==> src/mem_txn_pkg.sv <==
//////////////////////////////
// access-size encoding and byte offset type
//////////////////////////////

`default_nettype none

package mem_txn_pkg;

  //////////////////////////////
  // access size
  //////////////////////////////

  typedef logic [1:0] size_t;

  localparam size_t SIZE_BYTE = 2'd0;  // 8 bit, any offset
  localparam size_t SIZE_HALF = 2'd1;  // 16 bit, even offset only
  localparam size_t SIZE_WORD = 2'd2;  // 32 bit, offset 0 only
  // 2'd3 reserved, always rejected by the decoder

  //////////////////////////////
  // position within a word
  //////////////////////////////

  // low two bits of the byte address
  typedef logic [1:0] offset_t;

endpackage

`default_nettype wire

==> src/mem_cfg_pkg.sv <==
//////////////////////////////
// data-path widths and shared vector types
//////////////////////////////

`default_nettype none

package mem_cfg_pkg;

  //////////////////////////////
  // widths
  //////////////////////////////

  localparam int DATA_W = 32;         // fixed, lane logic assumes four bytes
  localparam int BE_W   = DATA_W / 8; // one enable per byte lane

  //////////////////////////////
  // vector types
  //////////////////////////////

  // one RAM word, also the host data bus
  typedef logic [DATA_W-1:0] data_t;

  typedef logic [BE_W-1:0]   be_t;    // per-lane write enables

endpackage

`default_nettype wire
==> src/mem_rd_if.sv <==
//////////////////////////////
// read request bundle: decoder to RAM and aligner
//////////////////////////////

`timescale 1ns/1ps
`default_nettype none

interface mem_rd_if #(
  parameter int ADDR_W = 10
);

  logic                 rd_en;      // one-cycle read strobe
  logic [ADDR_W-1:0]    rd_addr;    // word address
  mem_txn_pkg::size_t   rd_size;    // sideband for the aligner
  mem_txn_pkg::offset_t rd_offset;  // byte offset in the word

  // decoder owns the whole bundle
  modport decode (output rd_en, rd_addr, rd_size, rd_offset);

  modport ram    (input rd_en, rd_addr);             // address side only
  modport align  (input rd_en, rd_size, rd_offset);  // lane select side only

endinterface

`default_nettype wire

==> src/mem_req_decode.sv <==
//////////////////////////////
// request decoder: size and alignment check,
// byte enables, lane replication, port steering
//////////////////////////////

`timescale 1ns/1ps
`default_nettype none

module mem_req_decode #(
  parameter int ADDR_W = 10
) (
  input  wire                       rd_clk,
  input  wire                       rst_n,
  input  wire                       req_valid,  // single-cycle strobe
  input  wire                       req_write,  // 1 write, 0 read
  input  wire [ADDR_W+1:0]          req_addr,   // byte address
  input  mem_txn_pkg::size_t        req_size,
  input  mem_cfg_pkg::data_t        req_wdata,
  output logic                      req_err,
  output mem_cfg_pkg::be_t          wr_be,
  output logic [ADDR_W-1:0]         wr_addr,
  output mem_cfg_pkg::data_t        wr_data,
  mem_rd_if.decode                  rd
);

  //////////////////////////////
  // address split
  //////////////////////////////

  logic [ADDR_W-1:0]    word_addr;
  mem_txn_pkg::offset_t req_off;

  assign word_addr = req_addr[ADDR_W+1:2];
  assign req_off   = req_addr[1:0];

  //////////////////////////////
  // classify and build lanes
  //////////////////////////////

  logic               legal;
  mem_cfg_pkg::be_t   be;
  mem_cfg_pkg::data_t lane_data;

  always_comb begin
    legal     = 1'b0;
    be        = '0;
    lane_data = req_wdata;
    case (req_size)
      mem_txn_pkg::SIZE_BYTE: begin
        legal     = 1'b1;                            // every offset is fine
        be        = mem_cfg_pkg::be_t'(1) << req_off;
        lane_data = {4{req_wdata[7:0]}};             // low byte on all lanes
      end
      mem_txn_pkg::SIZE_HALF: begin
        legal     = ~req_off[0];                     // even offsets only
        be        = mem_cfg_pkg::be_t'(3) << req_off;
        lane_data = {2{req_wdata[15:0]}};
      end
      mem_txn_pkg::SIZE_WORD: begin
        legal     = (req_off == 2'd0);
        be        = '1;
      end
      default: legal = 1'b0;                         // reserved size
    endcase
  end

  //////////////////////////////
  // registered outputs
  //////////////////////////////

  // strobes, mutually exclusive
  always_ff @(posedge rd_clk or negedge rst_n) begin
    if (!rst_n) begin
      req_err  <= 1'b0;
      wr_be    <= '0;
      rd.rd_en <= 1'b0;
    end else begin
      req_err  <= req_valid & ~legal;
      wr_be    <= (req_valid & legal & req_write) ? be : '0;
      rd.rd_en <= req_valid & legal & ~req_write;
    end
  end

  // payload, only meaningful next to a strobe
  always_ff @(posedge rd_clk) begin
    if (req_valid) begin
      wr_addr      <= word_addr;
      wr_data      <= lane_data;
      rd.rd_addr   <= word_addr;   // same word address for either port
      rd.rd_size   <= req_size;
      rd.rd_offset <= req_off;
    end
  end

endmodule

`default_nettype wire

==> src/flat_wrapper.sv <==
// flat-port wrapper written by rule: the top's interface ports become plain ports
module mem_req_decode_flat 
#(
  parameter int ADDR_W = 10
)
  (rd_clk, rst_n, req_valid, req_write, req_addr, req_size, req_wdata, req_err, wr_be, wr_addr, wr_data, rd_rd_en, rd_rd_addr, rd_rd_size, rd_rd_offset);
  mem_rd_if #(.ADDR_W(ADDR_W)) rd_i ();
  input  wire rd_clk;
  input  wire rst_n;
  input  wire req_valid;
  input  wire req_write;
  input  wire [ADDR_W+1:0] req_addr;
  input  mem_txn_pkg::size_t req_size;
  input  mem_cfg_pkg::data_t req_wdata;
  output logic req_err;
  output mem_cfg_pkg::be_t wr_be;
  output logic [ADDR_W-1:0] wr_addr;
  output mem_cfg_pkg::data_t wr_data;
  output wire logic [$bits(rd_i.rd_en)-1:0] rd_rd_en;
  output wire logic [$bits(rd_i.rd_addr)-1:0] rd_rd_addr;
  output wire logic [$bits(rd_i.rd_size)-1:0] rd_rd_size;
  output wire logic [$bits(rd_i.rd_offset)-1:0] rd_rd_offset;
  assign rd_rd_en = rd_i.rd_en;
  assign rd_rd_addr = rd_i.rd_addr;
  assign rd_rd_size = rd_i.rd_size;
  assign rd_rd_offset = rd_i.rd_offset;
  mem_req_decode #(.ADDR_W(ADDR_W)) u_core (.rd_clk(rd_clk), .rst_n(rst_n), .req_valid(req_valid), .req_write(req_write), .req_addr(req_addr), .req_size(req_size), .req_wdata(req_wdata), .req_err(req_err), .wr_be(wr_be), .wr_addr(wr_addr), .wr_data(wr_data), .rd(rd_i));
endmodule
==> config.mk <==
export PLATFORM = sky130hd
export DESIGN_NAME = mem_req_decode_flat
export DESIGN_NICKNAME = d
export VERILOG_FILES = /design/src/mem_txn_pkg.sv /design/src/mem_cfg_pkg.sv /design/src/mem_rd_if.sv /design/src/mem_req_decode.sv /design/src/flat_wrapper.sv
export SDC_FILE = /design/constraint.sdc
export NUM_CORES = 1
export LEC_CHECK = 0
export ABC_CLOCK_PERIOD_IN_PS = 800
export BUFFER_PORTS_ARGS = -buffer_cell sky130_fd_sc_hd__buf_2
export CAP_MARGIN = 15
export CORE_AREA = 10 10 81 83
export DETAILED_ROUTE_END_ITERATION = 10
export DIE_AREA = 0 0 91 93
export GPL_ROUTABILITY_DRIVEN = 0
export PLACE_DENSITY = 0.75
export SLEW_MARGIN = 10
export SYNTH_ARGS = -nofsm -noshare
export SYNTH_HDL_FRONTEND = slang
export SYNTH_SLANG_ARGS = --single-unit
==> constraint.sdc <==
create_clock -name rd_clk -period 0.8 [get_ports rd_clk]
set_input_delay 0.12 -clock rd_clk [delete_from_list [all_inputs] [get_ports rd_clk]]
set_output_delay 0.12 -clock rd_clk [all_outputs]
set_load 0.01 [all_outputs]
==> flow_summary.yaml <==
outcome:
  outcome: "complete, but fails checks"
  violations_in_the_final_reports: "setup timing"
timing:
  timing.final.ws_setup_ns: -0.181
  timing.fmax_mhz: 1020
  finalMaxSlewViolations: 0
  finalSetupViolations: 62
  fin_crit_sh_pct: 123
  finalSetupTns_ns: -8.19
  tightest_slew_ns: 0.261
  max_slew_margin_pct: 82.6
  hold_violations: 0
  final_period_minus_worst_setup_slack_ns: 0.981
  grt_setup_unrepaired: "yes"
critical_path:
  endpoint_kind: "output port"
  path_buf_inv: 1
  setup.worst_path.end: "wr_addr[4]"
  worst-endpoint-required_ns: 0.68
  critical_path.startpoint: "u_core.rd.rd_addr[4]$_DFFE_PP_"
  timing.critical_path.slowest_cell_delay_ns: 0.41
  cp-start-kind: "flip-flop"
  crit_path_top_delay_cell: "edfxtp_1"
  worst_path_dominant_cell_family: "flip-flops"
  timing.critical_path.arrival_ns: 0.86
  start_to_end_type_of_the_worst_setup_path: "reg -> out"
  timing.critical_path.cells: "buf_2"
  timing.critical_path.depth: 1
  path_max_fanout: 2
cells_and_area:
  antenna_cells_inserted: 0
  layout-area-overhead-vs-synth_pct: 48.7
  fillCellCount: 417
  design.final.nets: 306
  fraction_of_layout_instances_using_a_drive_strength_above_1_pct: 61.5
  postLayoutCoreUtil_pct: 62.6
yosys:
  synth.ff_latch_count: 52
  synthesis.area_um2: 2110
  syn_area_per_cell_um2: 16.9
  synth_cells: 125
  sequential_cell_area_fraction_in_the_yosys_report_pct: 72.6
  yosysWarningCount: 0
  syn-num-nets: 175
  yosysUniqueCellTypes: 25
grt:
  grt_usage_pct: 12.2
  globalRoute.totalOverflow: 0
  grt_start_max_net_pins: 30
  first_global_vias: 1598
  antenna_violations_before_repair: 0
  grt_first_pass_wirelength_um: 8280
power_and_ir_drop:
  finalPower_mw: 5.68
  leakage_nw: 1.40
  cellPowerDensity_nw_per_um2: 1810
  worst_ir_drop_vdd_mv: 0.958
place:
  detailed_place_hpwl_um: 4240
  buffer_ports.inserted: 111
run:
  maxCapViolCount: 0
die:
  design.portCount: 112
  core_area_um2: 5010
  start_util_pct: 42.1
  die_area_um2: 8460
  dieHeight_um: 93
  die_width_um: 91
  core.rowCount: 26
detailed_routing:
  detailedRoute.firstIterationViolations: 92
  num_vias: 1512
  vias_per_cell: 4.62
  routed-wl-met3_um: 634
  routed_wl_um: 5750
  drtAntennaViolNets: 0
  met2_wirelength_um: 2700
  number_of_drc_violations_after_detailed_routing: 0
  dr.max_layer_used: "met4"
  routedWlPerCell_um: 17.6
  route.layer.met1.wl_um: 2390
  drt_pre_antenna_iters: 5
clock_tree:
  ctsRootBufferMaster: "clkbuf_8"
  number_of_buffers_added_by_the_clock_tree_synthesis_step: 5
  maximum_buffer_depth_of_the_clock_tree: 2
  clock_sink_count: 52
  cts_htree_levels: 2
  cts.clk_slew.worst_paths_ns: 0.08
  clock_tree_from_tritoncts: "done"
min_path:
  hold_class: "in -> reg"
-- metal layers --
metal	global-route usage [%]	up-vias
met4	2.74	0
met3	6.47	2
met1	13.4	709
met5	0	-
met2	20.4	80
li1	-	721
-- timing repair --
action,CTS,global route
pin swaps,1,1
endpoints found under the setup margin,70,71
gates resized for setup,2,15
hold endpoints to repair,12,1
cloned,0,2
hold buffers,7,1
setup buffers,1,0
-- stage by stage --
stage | worst slack (ns) | instance area [um2] | cells | hold slack, ns
after floorplan | -0.200 | 2140 | 125 | -0.176
after global placement | -0.351 | 2840 | 308 | -0.0473
after detailed placement | -0.378 | 2840 | 308 | -0.0424
after CTS | -0.196 | 3020 | 324 | 0.000726
after global routing | -0.218 | 3140 | 327 | 0.00267
final | -0.181 | 3140 | 327 | 0.0112
-- report_power, final --
part / leakage (nW) / switching [mW] / internal (mW)
Clock: 0.0399 / 0.770 / 0.611
Combinational: 0.829 / 0.508 / 0.529
Sequential: 0.531 / 0.0623 / 3.20
-- flip-flops by register name, indices dropped and copies added, names as in the netlist --
register             cells
u_core.rd.rd_size        2
u_core.wr_data          32
u_core.req_err           1
u_core.rd.rd_en          1
u_core.rd.rd_offset      2
u_core.wr_be             4
u_core.rd.rd_addr       10
-- synth_stat cells --
cell        n  share of area [%]
edfxtp_1   46                 66
mux2_2     16                8.5
buf_4      10                3.6
nand2_1     9                1.6
mux2i_1     8                3.8
o21ai_0     8                1.9
dfrtp_1     6                7.1
buf_2       3               0.71
buf_6       2                1.1
inv_1       2               0.36
a2111oi_0   1               0.42
a2111oi_2   1               0.71
a211oi_2    1               0.59
a21oi_1     1               0.24
nand2b_1    1               0.30
nand3_1     1               0.24
nor2_2      1               0.30
nor3_1      1               0.24
nor3b_1     1               0.36
o211a_1     1               0.47
o21a_1      1               0.36
o32ai_1     1               0.42
or3_2       1               0.36
or3b_1      1               0.42
xnor2_1     1               0.42
-- logic make-up after synthesis --
| logic type | Yosys count | share of synthesized area (%) |
|---|---|---|
| xor+xnor | 1 | 0.416 |
| simple gates | 16 | 3.80 |
| mux | 24 | 12.3 |
| compound gates | 15 | 5.10 |
| buf+inv | 17 | 5.70 |
| flops | 52 | 72.6 |
-- cells in the final DEF, fill, tap and decap left out, types with 2 or more instances in the layout --
master,synthesis,routed
o21ai_0,8,8
dlygate4sd3_1,0,8
buf_12,0,5
a2111oi_2,1,2
mux2i_1,8,8
clkbuf_8,0,5
mux2_4,0,6
dfrtp_1,6,6
buf_6,2,8
nand2_1,9,9
buf_4,10,12
edfxtp_1,46,46
inv_1,2,2
mux2_2,16,10
clkbuf_16,0,2
buf_2,3,104
clkbuf_1,0,2
-- how the worst min path moves through the flow --
stage | startpoint | end | cells past startpoint
floorplan | rst_n | u_core.rd.rd_en$_DFF_PN0_ | 0
global placement | rst_n | u_core.rd.rd_en$_DFF_PN0_ | 1
detailed placement | rst_n | u_core.req_err$_DFF_PN0_ | 1
CTS | req_addr[4] | u_core.rd.rd_addr[2]$_DFFE_PP_ | 1
global route | req_addr[9] | u_core.rd.rd_addr[7]$_DFFE_PP_ | 1
finish | req_addr[8] | u_core.rd.rd_addr[6]$_DFFE_PP_ | 1
-- area by class of cell --
| type | instances | area [um2] | area share, % |
|---|---|---|---|
| sequential | 52 | 1530 | 48.8 |
| inverter | 2 | 7.51 | 0.239 |
| clock inverter | 1 | 3.75 | 0.120 |
| tap | 70 | 87.6 | 2.79 |
| clock buffer | 7 | 76.3 | 2.43 |
| timing repair buffer | 139 | 931 | 29.7 |
| multi-input combinational | 56 | 498 | 15.9 |
Power figures use the tool's default switching activity.
