File: config.mk
export PLATFORM = sky130hd
export DESIGN_NAME = mem_rsp_align_flat
export DESIGN_NICKNAME = d
export VERILOG_FILES = /design/src/mem_txn_pkg.sv /design/src/mem_cfg_pkg.sv /design/src/mem_rd_if.sv /design/src/mem_rsp_align.sv /design/src/flat_wrapper.sv
export SDC_FILE = /design/constraint.sdc
export NUM_CORES = 1
export LEC_CHECK = 0
export ABC_AREA = 1
export BUFFER_PORTS_ARGS = -buffer_cell sky130_fd_sc_hd__buf_2
export CORE_AREA = 2 2 67 63
export DETAILED_ROUTE_END_ITERATION = 6
export DIE_AREA = 0 0 69 65
export PLACE_DENSITY = 0.92
export SLEW_MARGIN = 0
export SYNTH_ARGS = -nofsm -noshare
export SYNTH_HDL_FRONTEND = slang
export SYNTH_SLANG_ARGS = --single-unit
File: constraint.sdc
create_clock -name rd_clk -period 2 [get_ports rd_clk]
set_input_delay 0.5 -clock rd_clk [delete_from_list [all_inputs] [get_ports rd_clk]]
set_output_delay 0.5 -clock rd_clk [all_outputs]
set_load 0.05 [all_outputs]
File: src/mem_txn_pkg.sv
//////////////////////////////
// access-size encoding and byte offset type
//////////////////////////////

`default_nettype none

package mem_txn_pkg;

  //////////////////////////////
  // access size
  //////////////////////////////

  typedef logic [1:0] size_t;

  localparam size_t SIZE_BYTE = 2'd0;  // 8 bit, any offset
  localparam size_t SIZE_HALF = 2'd1;  // 16 bit, even offset only
  localparam size_t SIZE_WORD = 2'd2;  // 32 bit, offset 0 only
  // 2'd3 reserved, always rejected by the decoder

  //////////////////////////////
  // position within a word
  //////////////////////////////

  // low two bits of the byte address
  typedef logic [1:0] offset_t;

endpackage

`default_nettype wire

File: src/mem_cfg_pkg.sv
//////////////////////////////
// data-path widths and shared vector types
//////////////////////////////

`default_nettype none

package mem_cfg_pkg;

  //////////////////////////////
  // widths
  //////////////////////////////

  localparam int DATA_W = 32;         // fixed, lane logic assumes four bytes
  localparam int BE_W   = DATA_W / 8; // one enable per byte lane

  //////////////////////////////
  // vector types
  //////////////////////////////

  // one RAM word, also the host data bus
  typedef logic [DATA_W-1:0] data_t;

  typedef logic [BE_W-1:0]   be_t;    // per-lane write enables

endpackage

`default_nettype wire
File: src/mem_rd_if.sv
//////////////////////////////
// read request bundle: decoder to RAM and aligner
//////////////////////////////

`timescale 1ns/1ps
`default_nettype none

interface mem_rd_if #(
  parameter int ADDR_W = 10
);

  logic                 rd_en;      // one-cycle read strobe
  logic [ADDR_W-1:0]    rd_addr;    // word address
  mem_txn_pkg::size_t   rd_size;    // sideband for the aligner
  mem_txn_pkg::offset_t rd_offset;  // byte offset in the word

  // decoder owns the whole bundle
  modport decode (output rd_en, rd_addr, rd_size, rd_offset);

  modport ram    (input rd_en, rd_addr);             // address side only
  modport align  (input rd_en, rd_size, rd_offset);  // lane select side only

endinterface

`default_nettype wire

File: src/mem_rsp_align.sv
//////////////////////////////
// response side: sideband delay, lane select,
// zero extension, response strobe
//////////////////////////////

`timescale 1ns/1ps
`default_nettype none

module mem_rsp_align (
  input  wire                rd_clk,
  input  wire                rst_n,
  input  mem_cfg_pkg::data_t rd_data,   // RAM word, one edge after rd_en
  mem_rd_if.align            rd,
  output logic               rsp_valid,
  output mem_cfg_pkg::data_t rsp_data
);

  //////////////////////////////
  // sideband stage
  //////////////////////////////

  logic                 en_q;
  mem_txn_pkg::size_t   size_q;
  mem_txn_pkg::offset_t off_q;

  always_ff @(posedge rd_clk or negedge rst_n) begin
    if (!rst_n) begin
      en_q <= 1'b0;
    end else begin
      en_q <= rd.rd_en;   // lines up with rd_data
    end
  end

  always_ff @(posedge rd_clk) begin
    if (rd.rd_en) begin
      size_q <= rd.rd_size;
      off_q  <= rd.rd_offset;
    end
  end

  //////////////////////////////
  // lane select
  //////////////////////////////

  mem_cfg_pkg::data_t shifted;
  mem_cfg_pkg::data_t sel_data;

  assign shifted = rd_data >> {off_q, 3'b000};  // addressed byte down to lane 0

  always_comb begin
    case (size_q)
      mem_txn_pkg::SIZE_BYTE: sel_data = mem_cfg_pkg::data_t'(shifted[7:0]);
      mem_txn_pkg::SIZE_HALF: sel_data = mem_cfg_pkg::data_t'(shifted[15:0]);
      default:                sel_data = rd_data;  // full word
    endcase
  end

  // response register, second edge after decode
  always_ff @(posedge rd_clk or negedge rst_n) begin
    if (!rst_n) begin
      rsp_valid <= 1'b0;
    end else begin
      rsp_valid <= en_q;
    end
  end

  always_ff @(posedge rd_clk) begin
    if (en_q) begin
      rsp_data <= sel_data;  // held between responses
    end
  end

endmodule

`default_nettype wire

File: src/flat_wrapper.sv
// flat-port wrapper written by rule: the top's interface ports become plain ports
module mem_rsp_align_flat 
  (rd_clk, rst_n, rd_data, rsp_valid, rsp_data, rd_rd_en, rd_rd_size, rd_rd_offset);
  mem_rd_if rd_i ();
  input  wire rd_clk;
  input  wire rst_n;
  input  mem_cfg_pkg::data_t rd_data;
  output logic rsp_valid;
  output mem_cfg_pkg::data_t rsp_data;
  input wire logic [$bits(rd_i.rd_en)-1:0] rd_rd_en;
  input wire logic [$bits(rd_i.rd_size)-1:0] rd_rd_size;
  input wire logic [$bits(rd_i.rd_offset)-1:0] rd_rd_offset;
  assign rd_i.rd_en = rd_rd_en;
  assign rd_i.rd_size = rd_rd_size;
  assign rd_i.rd_offset = rd_rd_offset;
  mem_rsp_align u_core (.rd_clk(rd_clk), .rst_n(rst_n), .rd_data(rd_data), .rd(rd_i), .rsp_valid(rsp_valid), .rsp_data(rsp_data));
endmodule
==> impl_metrics.tcl, run 1 <==
set metrics [dict create \
    relSlewSlack_pct 71.0 \
    worst_ep_arrival_time_ps 1620 \
    gr-total-overflow 0 \
    crit_type "reg -> reg" \
    portBuffers 71 \
    n_antenna_cell 0 \
    path_clk_slew_ps 70 \
    fin_setup_tns_ps 0 \
    clock-root-buffer "clkbuf_8" \
    hp-class "reg -> reg" \
    core_um2 3850 \
    syn-instance-count 237 \
    power_uw 1830 \
    required_ps 2160 \
    track_usage_pct 19.3 \
    cts_buffer_depth 2 \
    peakVddDrop_uv 482 \
    ios 72 \
    grt_pass1_wl_um 6670 \
    fmaxAchievable_mhz 684 \
    rsz0062_at_grt "false" \
    clock_latency_ps 290 \
    areaGrowthSynthToFinish_pct 24.3 \
    grt_max_degree 33 \
    synth_seq_cells 38 \
    seqCellArea_um2 1130 \
    nFillCells 344 \
    yosys.area.top_type "edfxtp_1" \
    met1Wirelength_um 1710 \
    synth_flop_cell "edfxtp_1" \
    min_period_ps 1460 \
    syn_nets 276 \
    viasPerCell 4.64 \
    slew_violations 0 \
    vias 1674 \
    drc 0 \
    synth_edf_count 36 \
    cts.sinks 38 \
    fin_skew_ps 8.16 \
    outcome "finished, final reports clean" \
    wire_per_inst_um 11.4 \
    ant_nets 0 \
    top_layer_used "met4" \
    finalNetCount 351 \
    post-route-period-util_pct 73.1 \
    max_cap_viol_count 0 \
    setup_viol 0 \
    ys_types 11 \
    max_stage_delay_ps 620 \
    cpMostUsedCell "nand2_1" \
    globalplace.congestion 0.767 \
    startpoint_type "flop" \
    min_from "u_core.en_q$_DFF_PN0_" \
    wl_met2_um 1970 \
    synth_area_per_cell_um2 8.23 \
    cts_buffers 5 \
    ys_warn_count 0 \
    syn-cell-area_um2 1950 \
    dieArea_um2 4490 \
    yosys.cell_count.top_type "nand2_1" \
    critPathBufInv 1 \
    finalHoldViolations 0 \
    fp.dieH_um 65 \
    r2r-start "u_core.off_q[1]$_DFFE_PP_" \
    powerDensity_nw_per_um2 756 \
    antenna_found_initial 0 \
    synth_commonest_cells "nand2_1, inv_1, edfxtp_1" \
    wl_met3_um 353 \
    firstDrtPassIters 4 \
    htreeDepth 2 \
    drt_iter0_markers 114 \
    die_w_um 69 \
    synth-seq-area-share_pct 58.0 \
    endpoint_kind "flop" \
    cpMaxStageDelayCell "edfxtp_1" \
    async_flop_share_pct 5.26 \
    cts_tree "yes" \
    crit_family "flip-flops" \
    grt_pass1_vias 1524 \
    wl_um 4100 \
    crit_chain "inv_2, nor2_4, nand2_1, nand2_1, nand2_1, nand2_1" \
    crit_path_max_fanout 11 \
    crit_path_start "u_core.off_q[1]$_DFFE_PP_" \
    worst_pin_slew_ps 435 \
    leakage_uw 0.00142 \
    synth_top_area_share_pct 55.5 \
    start_util_pct 50.6 \
    dpl.hpwl_um 3000 \
    multi_input_area_um2 599 \
    synthTopCellsByArea "edfxtp_1, nand2_1, inv_1" \
    drive_above_1_share_pct 27.5 \
    rows 22 \
]
metal layers:
metal  global-route usage (%)  up-vias
li1                         -      865
met1                     22.5      733
met2                     32.9       68
met3                     6.38        8
met4                     7.84        0
met5                        0        -
final cells by class:
type	count	area share (%)
clock buffer	8	3.30
inverter	44	6.81
multi-input combinational	148	24.7
sequential	38	46.7
tap	48	2.48
timing repair buffer	75	16.0
path summary, 6_finish.rpt:
path / end / slack [ps] / cells past startpoint
setup reg to reg: u_core.rsp_data[8]$_DFFE_PP_ / 540 / 6
hold reg to reg: u_core.rsp_valid$_DFF_PN0_ / 380 / 0
max in group asynchronous: u_core.en_q$_DFF_PN0_ / 1370 / 2
hold / removal: u_core.rsp_valid$_DFF_PN0_ / 380 / 0
min in group asynchronous: u_core.rsp_valid$_DFF_PN0_ / 540 / 2
setup / recovery: u_core.rsp_data[8]$_DFFE_PP_ / 540 / 6
sequential cells by signal, indices dropped and copies added, names as in the netlist:
name / cells
u_core.rsp_valid: 1
u_core.size_q: 2
u_core.rsp_data: 32
u_core.off_q: 2
u_core.en_q: 1
per-stage QoR:
| stage | hold WS [ps] | area [um2] | instances | setup WS [ps] | util (%) |
|---|---|---|---|---|---|
| finish | 385 | 2420 | 361 | 538 | 62.9 |
| global placement | 285 | 2330 | 352 | 631 | 60.6 |
| floorplan | 204 | 1950 | 237 | 662 | - |
| detailed placement | 287 | 2330 | 352 | 588 | 60.6 |
| global route | 380 | 2420 | 361 | 354 | 62.9 |
| CTS | 381 | 2420 | 361 | 550 | 62.9 |
report_power, final:
| part | switching [uW] | internal, uW |
|---|---|---|
| Sequential | 19.6 | 926 |
| Clock | 251 | 247 |
| Combinational | 277 | 111 |
repair_timing:
item                                    4_1_cts  5_1_grt
hold endpoints to repair                      2        0
resized for setup                             0        0
endpoints found under the setup margin        0        0
hold buffers                                  1        0
setup buffers                                 0        0
cells by family after synthesis:
| group | count (synthesis) | synth area share [%] |
|---|---|---|
| AND/OR/NAND/NOR | 147 | 30.3 |
| AO/OA/AOI/OAI | 1 | 0.449 |
| flip-flops | 38 | 58.0 |
| buffers and inverters | 51 | 11.2 |
placed cells by master, fill, tap and decap left out:
master / instances
o21ai_2: 1
nand3_1: 17
inv_1: 41
clkbuf_1: 3
clkbuf_8: 5
edfxtp_1: 36
nor2_2: 1
dlygate4sd3_1: 1
dfrtp_1: 2
nand2_1: 127
buf_4: 3
inv_2: 3
nor2_4: 2
buf_2: 71
worst reg2reg max path, cell delays in order (launching register included):
cell and delay, ps:
edfxtp_1 620, inv_2 200, nor2_4 240, nand2_1 90, nand2_1 80, nand2_1 50, nand2_1 70
Note: power is estimated with default switching activity, not from simulation.
==> run 2: changes to the inputs <==
- ABC_AREA: 1 -> 0
- CORE_AREA: 2 2 67 63 -> 2 2 71 66
- DIE_AREA: 0 0 69 65 -> 0 0 73 68
- PLACE_DENSITY: 0.92 -> 0.81
- clock period: 2 -> 1.2 ns (I/O delays scaled with it)
==> run 2 against run 1 <==
Compared with the run above:
- the run now ends with negative setup slack left
- area after synthesis is 12% lower
- worst setup slack worse by 730 ps
- non-clock buffer count is 26 higher
- clock power is 110% higher
- flip-flop and latch count stayed put
- sequential share of layout area is 4.1 points lower
- design area is 9.7% higher
- via count is 19% lower
- final cell count is 25% lower
- register-to-register slack worse by 730 ps
- synthesized cell count is 49% lower
- critical path type unchanged
- largest cell class unchanged
- highest routed layer unchanged
==> impl_metrics.tcl, run 2 <==
set metrics [dict create \
    outcome "finished, violations left" \
    violations "negative setup slack" \
    synth_flop_cell "edfxtp_1" \
    die_w_um 73 \
    leakage_uw 0.00116 \
    finalHoldViolations 0 \
    track_usage_pct 16.6 \
    place_ws_ps -162 \
    wire_per_inst_um 15.2 \
    dieArea_um2 4960 \
    synthTopCellsByArea "edfxtp_1, and2_1, mux2i_1" \
    htreeDepth 2 \
    cpMaxStageDelayCell "edfxtp_1" \
    synth_top_area_share_pct 63.2 \
    final_cell_mix "buf_2, edfxtp_1, buf_4" \
    areaGrowthSynthToFinish_pct 55.3 \
    max_cap_viol_count 0 \
    synth-seq-area-share_pct 66.1 \
    nFillCells 312 \
    rsz0062_at_grt "true" \
    required_ps 1250 \
    fin_ws_ps -191 \
    synth_seq_cells 38 \
    syn-instance-count 120 \
    relSlewSlack_pct 83.4 \
    path_clk_slew_ps 70 \
    fp.dieH_um 68 \
    syn-cell-area_um2 1710 \
    cts_tree "yes" \
    power_uw 3500 \
    startpoint_type "flop" \
    critPathBufInv 1 \
    firstDrtPassIters 4 \
    clock-root-buffer "clkbuf_8" \
    crit_chain "buf_6, mux2i_2, o2bb2ai_1, a22o_1" \
    slew_violations 0 \
    drive_above_1_share_pct 59.5 \
    gr-total-overflow 0 \
    globalplace.congestion 0.765 \
    reg_top3 "u_core.rsp_data: 32 flops, u_core.off_q: 2 flops, u_core.size_q: 2 flops" \
    hp-class "in -> reg" \
    n_antenna_cell 0 \
    grt_max_degree 24 \
    ys_types 23 \
    max_stage_delay_ps 410 \
    drc 0 \
    crit_path_start "u_core.off_q[1]$_DFFE_PP_" \
    setup.worst_path.end "u_core.rsp_data[12]$_DFFE_PP_" \
    yosys.area.top_type "edfxtp_1" \
    core_um2 4290 \
    cts_buffer_depth 2 \
    r2r-start "u_core.off_q[1]$_DFFE_PP_" \
    crit_path_max_fanout 8 \
    viasPerCell 5.05 \
    crit_family "flip-flops" \
    synth_edf_count 36 \
    fin_skew_ps 5.63 \
    peakVddDrop_uv 443 \
    cts_buffers 5 \
    worst_ep_arrival_time_ps 1440 \
    wl_um 4110 \
    clock_latency_ps 300 \
    async_flop_share_pct 5.26 \
    crit_type "reg -> reg" \
    ant_nets 0 \
    ys_warn_count 0 \
    cts.sinks 38 \
    rows 23 \
    powerDensity_nw_per_um2 1320 \
    fmaxAchievable_mhz 719 \
    grt_pass1_wl_um 5980 \
    setup_viol 16 \
    antenna_found_initial 0 \
    drt_iter0_markers 84 \
    dpl.hpwl_um 2810 \
    reg2reg_depth 4 \
    yosys.cell_count.top_type "edfxtp_1" \
    grt_pass1_vias 1247 \
    min_period_ps 1390 \
    portBuffers 71 \
    worst_pin_slew_ps 251 \
    r2r_slack_ps -190 \
    ios 72 \
    synth_commonest_cells "edfxtp_1, and2_1, nand2_1" \
    endpoint_kind "flop" \
    finalNetCount 258 \
    r2r-end "u_core.rsp_data[12]$_DFFE_PP_" \
    vias 1364 \
    largest_register_ffs 32 \
    final_common_cell "buf_2" \
    largest_register "u_core.rsp_data" \
    path_depth 4 \
    synth_area_per_cell_um2 14.3 \
    start_util_pct 39.9 \
    post-route-period-util_pct 116 \
    syn_nets 159 \
]
-- run 2: routing by layer --
metal	up-vias	wire (um)	track usage (%)	share of wire [%]
met5	-	0	0	0
met4	0	44	6.48	1.1
met3	6	314	5.60	7.6
met2	64	2000	27.0	49
met1	640	1760	20.6	43
li1	654	-	-	-
-- run 2: cell type report --
cell class                      count  area (um2)  share of cell area [%]
Clock buffer                        7        76.3                    2.87
Multi-Input combinational cell     71         648                    24.4
Inverter                            2        7.51                   0.282
Tap cell                           50        62.6                    2.35
Timing Repair Buffer              101         701                    26.4
Clock inverter                      1        30.0                    1.13
Sequential cell                    38        1130                    42.6
-- run 2: worst min path at each step --
stage | slack (ps) | cells past startpoint | end | from
floorplan | 4 | 0 | u_core.en_q$_DFF_PN0_ | rst_n
global placement | 90 | 1 | u_core.rsp_valid$_DFF_PN0_ | rst_n
finish | 180 | 1 | u_core.off_q[0]$_DFFE_PP_ | rd_rd_offset[0]
CTS | 170 | 1 | u_core.off_q[0]$_DFFE_PP_ | rd_rd_offset[0]
global route | 170 | 1 | u_core.size_q[0]$_DFFE_PP_ | rd_rd_size[0]
detailed placement | 90 | 1 | u_core.rsp_valid$_DFF_PN0_ | rst_n
-- run 2: metrics by stage --
stage                     setup TNS [ps]  hold slack [ps]  cells  utilization (%)  cell area (um2)
after floorplan                     -241             4.41    120                -             1720
after global placement             -1520             86.0    253             52.4             2250
after detailed placement           -2060             86.5    253             52.4             2250
after CTS                          -1680              173    266             58.0             2480
after global routing               -2740              174    270             62.0             2660
final                              -2110              179    270             62.0             2660
-- run 2: where the power goes --
group	internal, uW	leakage [uW]	switching (uW)
Combinational	372	0.000708	491
Sequential	1550	0.000402	28.2
Clock	622	0.0000524	434
-- run 2: what timing repair did --
item	4_1_cts	5_1_grt
gates resized for setup	24	51
gates cloned	0	0
hold buffers	1	0
setup buffers	4	4
setup endpoints to repair	19	43
hold endpoints to repair	2	0
pin swaps	8	6
-- run 2: cell families (layout without fill, tap and decap cells) --
group                  after synthesis  count (layout)  synth area share [%]
muxes                                9               9                  5.26
AOI/OAI and AO/OA                   27              27                  13.9
and+or+nand+nor                     35              35                  10.7
DFF                                 38              38                  66.1
buffers and inverters               11             111                  4.02
==> run 3: changes to the inputs <==
- ABC_AREA: 0 -> 1
- CORE_AREA: 2 2 71 66 -> 2 2 74 69
- DIE_AREA: 0 0 73 68 -> 0 0 76 71
- PLACE_DENSITY: 0.81 -> 0.82
==> run 3 against run 2 <==
Compared with the run above:
- the run still ends with negative setup slack left
- non-clock buffer count down 16
- global-route usage up 0.086 points
- worst setup slack better by 130 ps
- clock power down 22%
- via count up 24%
- critical path depth up 3
- count of clock-buffer cells in the layout down 2
- hold slack better by 4.3 ps
- wire length up 7.8%
- utilization down 5.4 points
- sequential power about the same
- critical path type unchanged
- largest cell class unchanged
==> impl_metrics.tcl, run 3 (synthesis gave the netlist of run 1 again) <==
set metrics [dict create \
    outcome "finished, violations left" \
    violations "negative setup slack" \
    post-route-period-util_pct 105 \
    startpoint_type "flop" \
    cts_tree "yes" \
    ios 72 \
    final_common_cell "nand2_1" \
    portBuffers 71 \
    crit_family "flip-flops" \
    slew_violations 0 \
    grt_pass1_wl_um 7000 \
    cts_buffers 5 \
    required_ps 1250 \
    wl_um 4430 \
    rsz0062_at_grt "true" \
    crit_path_max_fanout 9 \
    hold_ws_ps 184 \
    max_cap_viol_count 0 \
    hp-class "in -> reg" \
    path_clk_slew_ps 70 \
    largest_register_ffs 32 \
    worst_pin_slew_ps 394 \
    die_w_um 76 \
    fmaxAchievable_mhz 796 \
    drt_iter0_markers 89 \
    cpMaxStageDelayCell "edfxtp_1" \
    powerDensity_nw_per_um2 1200 \
    clock_latency_ps 300 \
    final_cell_mix "nand2_1, buf_2, inv_1" \
    peakVddDrop_uv 526 \
    multi_input_area_um2 599 \
    globalplace.congestion 0.862 \
    max_stage_delay_ps 450 \
    rows 24 \
    areaGrowthSynthToFinish_pct 35.1 \
    seqCellArea_um2 1130 \
    fin_ws_ps -57.0 \
    start_util_pct 41.9 \
    crit_type "reg -> reg" \
    dpl.hpwl_um 3200 \
    firstDrtPassIters 4 \
    cpMostUsedCell "nand2_1" \
    critPathBufInv 2 \
    leakage_uw 0.00149 \
    antenna_found_initial 0 \
    grt_pass1_vias 1533 \
    fin_setup_tns_ps -514 \
    reg_top3 "u_core.rsp_data: 32 flops, u_core.off_q: 2 flops, u_core.size_q: 2 flops" \
    crit_chain "buf_4, inv_6, nor2_4, nand2_1, nand2_1, nand2_1, nand2_1" \
    ant_nets 0 \
    cts_buffer_depth 2 \
    min_period_ps 1260 \
    cts.sinks 38 \
    grt_max_degree 27 \
    largest_register "u_core.rsp_data" \
    track_usage_pct 16.7 \
    drive_above_1_share_pct 30.2 \
    fin_skew_ps 13.4 \
    drc 0 \
    worst_ep_arrival_time_ps 1310 \
    r2r_slack_ps -60 \
    core_um2 4650 \
    finalNetCount 362 \
    nFillCells 427 \
    finalHoldViolations 0 \
    fp.dieH_um 71 \
    vias 1698 \
    gr-total-overflow 0 \
    clock-root-buffer "clkbuf_8" \
    wire_per_inst_um 11.4 \
    setup_viol 18 \
    htreeDepth 2 \
    relSlewSlack_pct 73.7 \
    dieArea_um2 5400 \
    endpoint_kind "flop" \
    viasPerCell 4.37 \
    n_antenna_cell 0 \
]
[run 3: changes by cell type in the layout (fill, tap and decap cells not counted), moves of 3 or more]
cell	change
o2bb2ai_2	-4
mux2i_2	-4
nand3_1	+17
nand2_1	+114
clkinv_1	+3
buf_6	-4
and2_1	-16
o2bb2ai_1	-3
mux2i_4	-3
inv_1	+40
a22o_1	-7
buf_4	-15
o221ai_2	-5
[run 3: final timing paths]
check                                                from                      endpoint  depth (start not counted)
worst max-delay path            u_core.off_q[0]$_DFFE_PP_  u_core.rsp_data[1]$_DFFE_PP_                          7
worst min-delay path                      rd_rd_offset[1]     u_core.off_q[1]$_DFFE_PP_                          1
worst max register to register  u_core.off_q[0]$_DFFE_PP_  u_core.rsp_data[1]$_DFFE_PP_                          7
worst min register to register      u_core.en_q$_DFF_PN0_    u_core.rsp_valid$_DFF_PN0_                          1
max in group asynchronous                           rst_n         u_core.en_q$_DFF_PN0_                          2
min in group asynchronous                           rst_n         u_core.en_q$_DFF_PN0_                          2
[run 3: final cells by class]
cell class	instances	area share [%]
timing repair buffer	85	21.3
sequential	38	43.0
timing repair inverter	1	0.285
inverter	44	6.56
multi-input combinational	148	22.8
clock buffer	5	2.61
clock inverter	3	0.428
tap	65	3.09
[run 3: through the flow]
| step | setup slack (ps) | util [%] | std cells | power, uW | instance area, um2 |
|---|---|---|---|---|---|
| 2_1_floorplan | 49.5 | - | 237 | 2070 | 1950 |
| 3_3_place_gp | -17.6 | 52.0 | 376 | 2270 | 2420 |
| 3_5_place_dp | -77.6 | 52.0 | 376 | 2280 | 2420 |
| 4_1_cts | -47.4 | 55.1 | 388 | 3140 | 2570 |
| 5_1_grt | -170 | 56.6 | 389 | 3290 | 2630 |
| 6_report | -57.0 | 56.6 | 389 | 3150 | 2630 |
[run 3: power breakdown]
group	internal, uW	leakage, uW	switching (uW)
sequential	1540	0.000403	31.0
combinational	256	0.00105	489
clock	388	0.0000407	444
[run 3: repair_timing]
action / 4_1_cts / 5_1_grt
pin swaps: 2 / 12
setup endpoints to repair: 20 / 32
gates resized for setup: 11 / 31
setup buffers: 2 / 1
cloned: 1 / 0
endpoints found under the hold margin: 2 / 0
hold buffers: 1 / 0
[run 3: routing by layer]
metal | wire, um | GRT usage (%)
met5 | 0 | 0
met4 | 56 | 7.07
met3 | 400 | 5.10
met2 | 1990 | 27.1
met1 | 1990 | 21.1
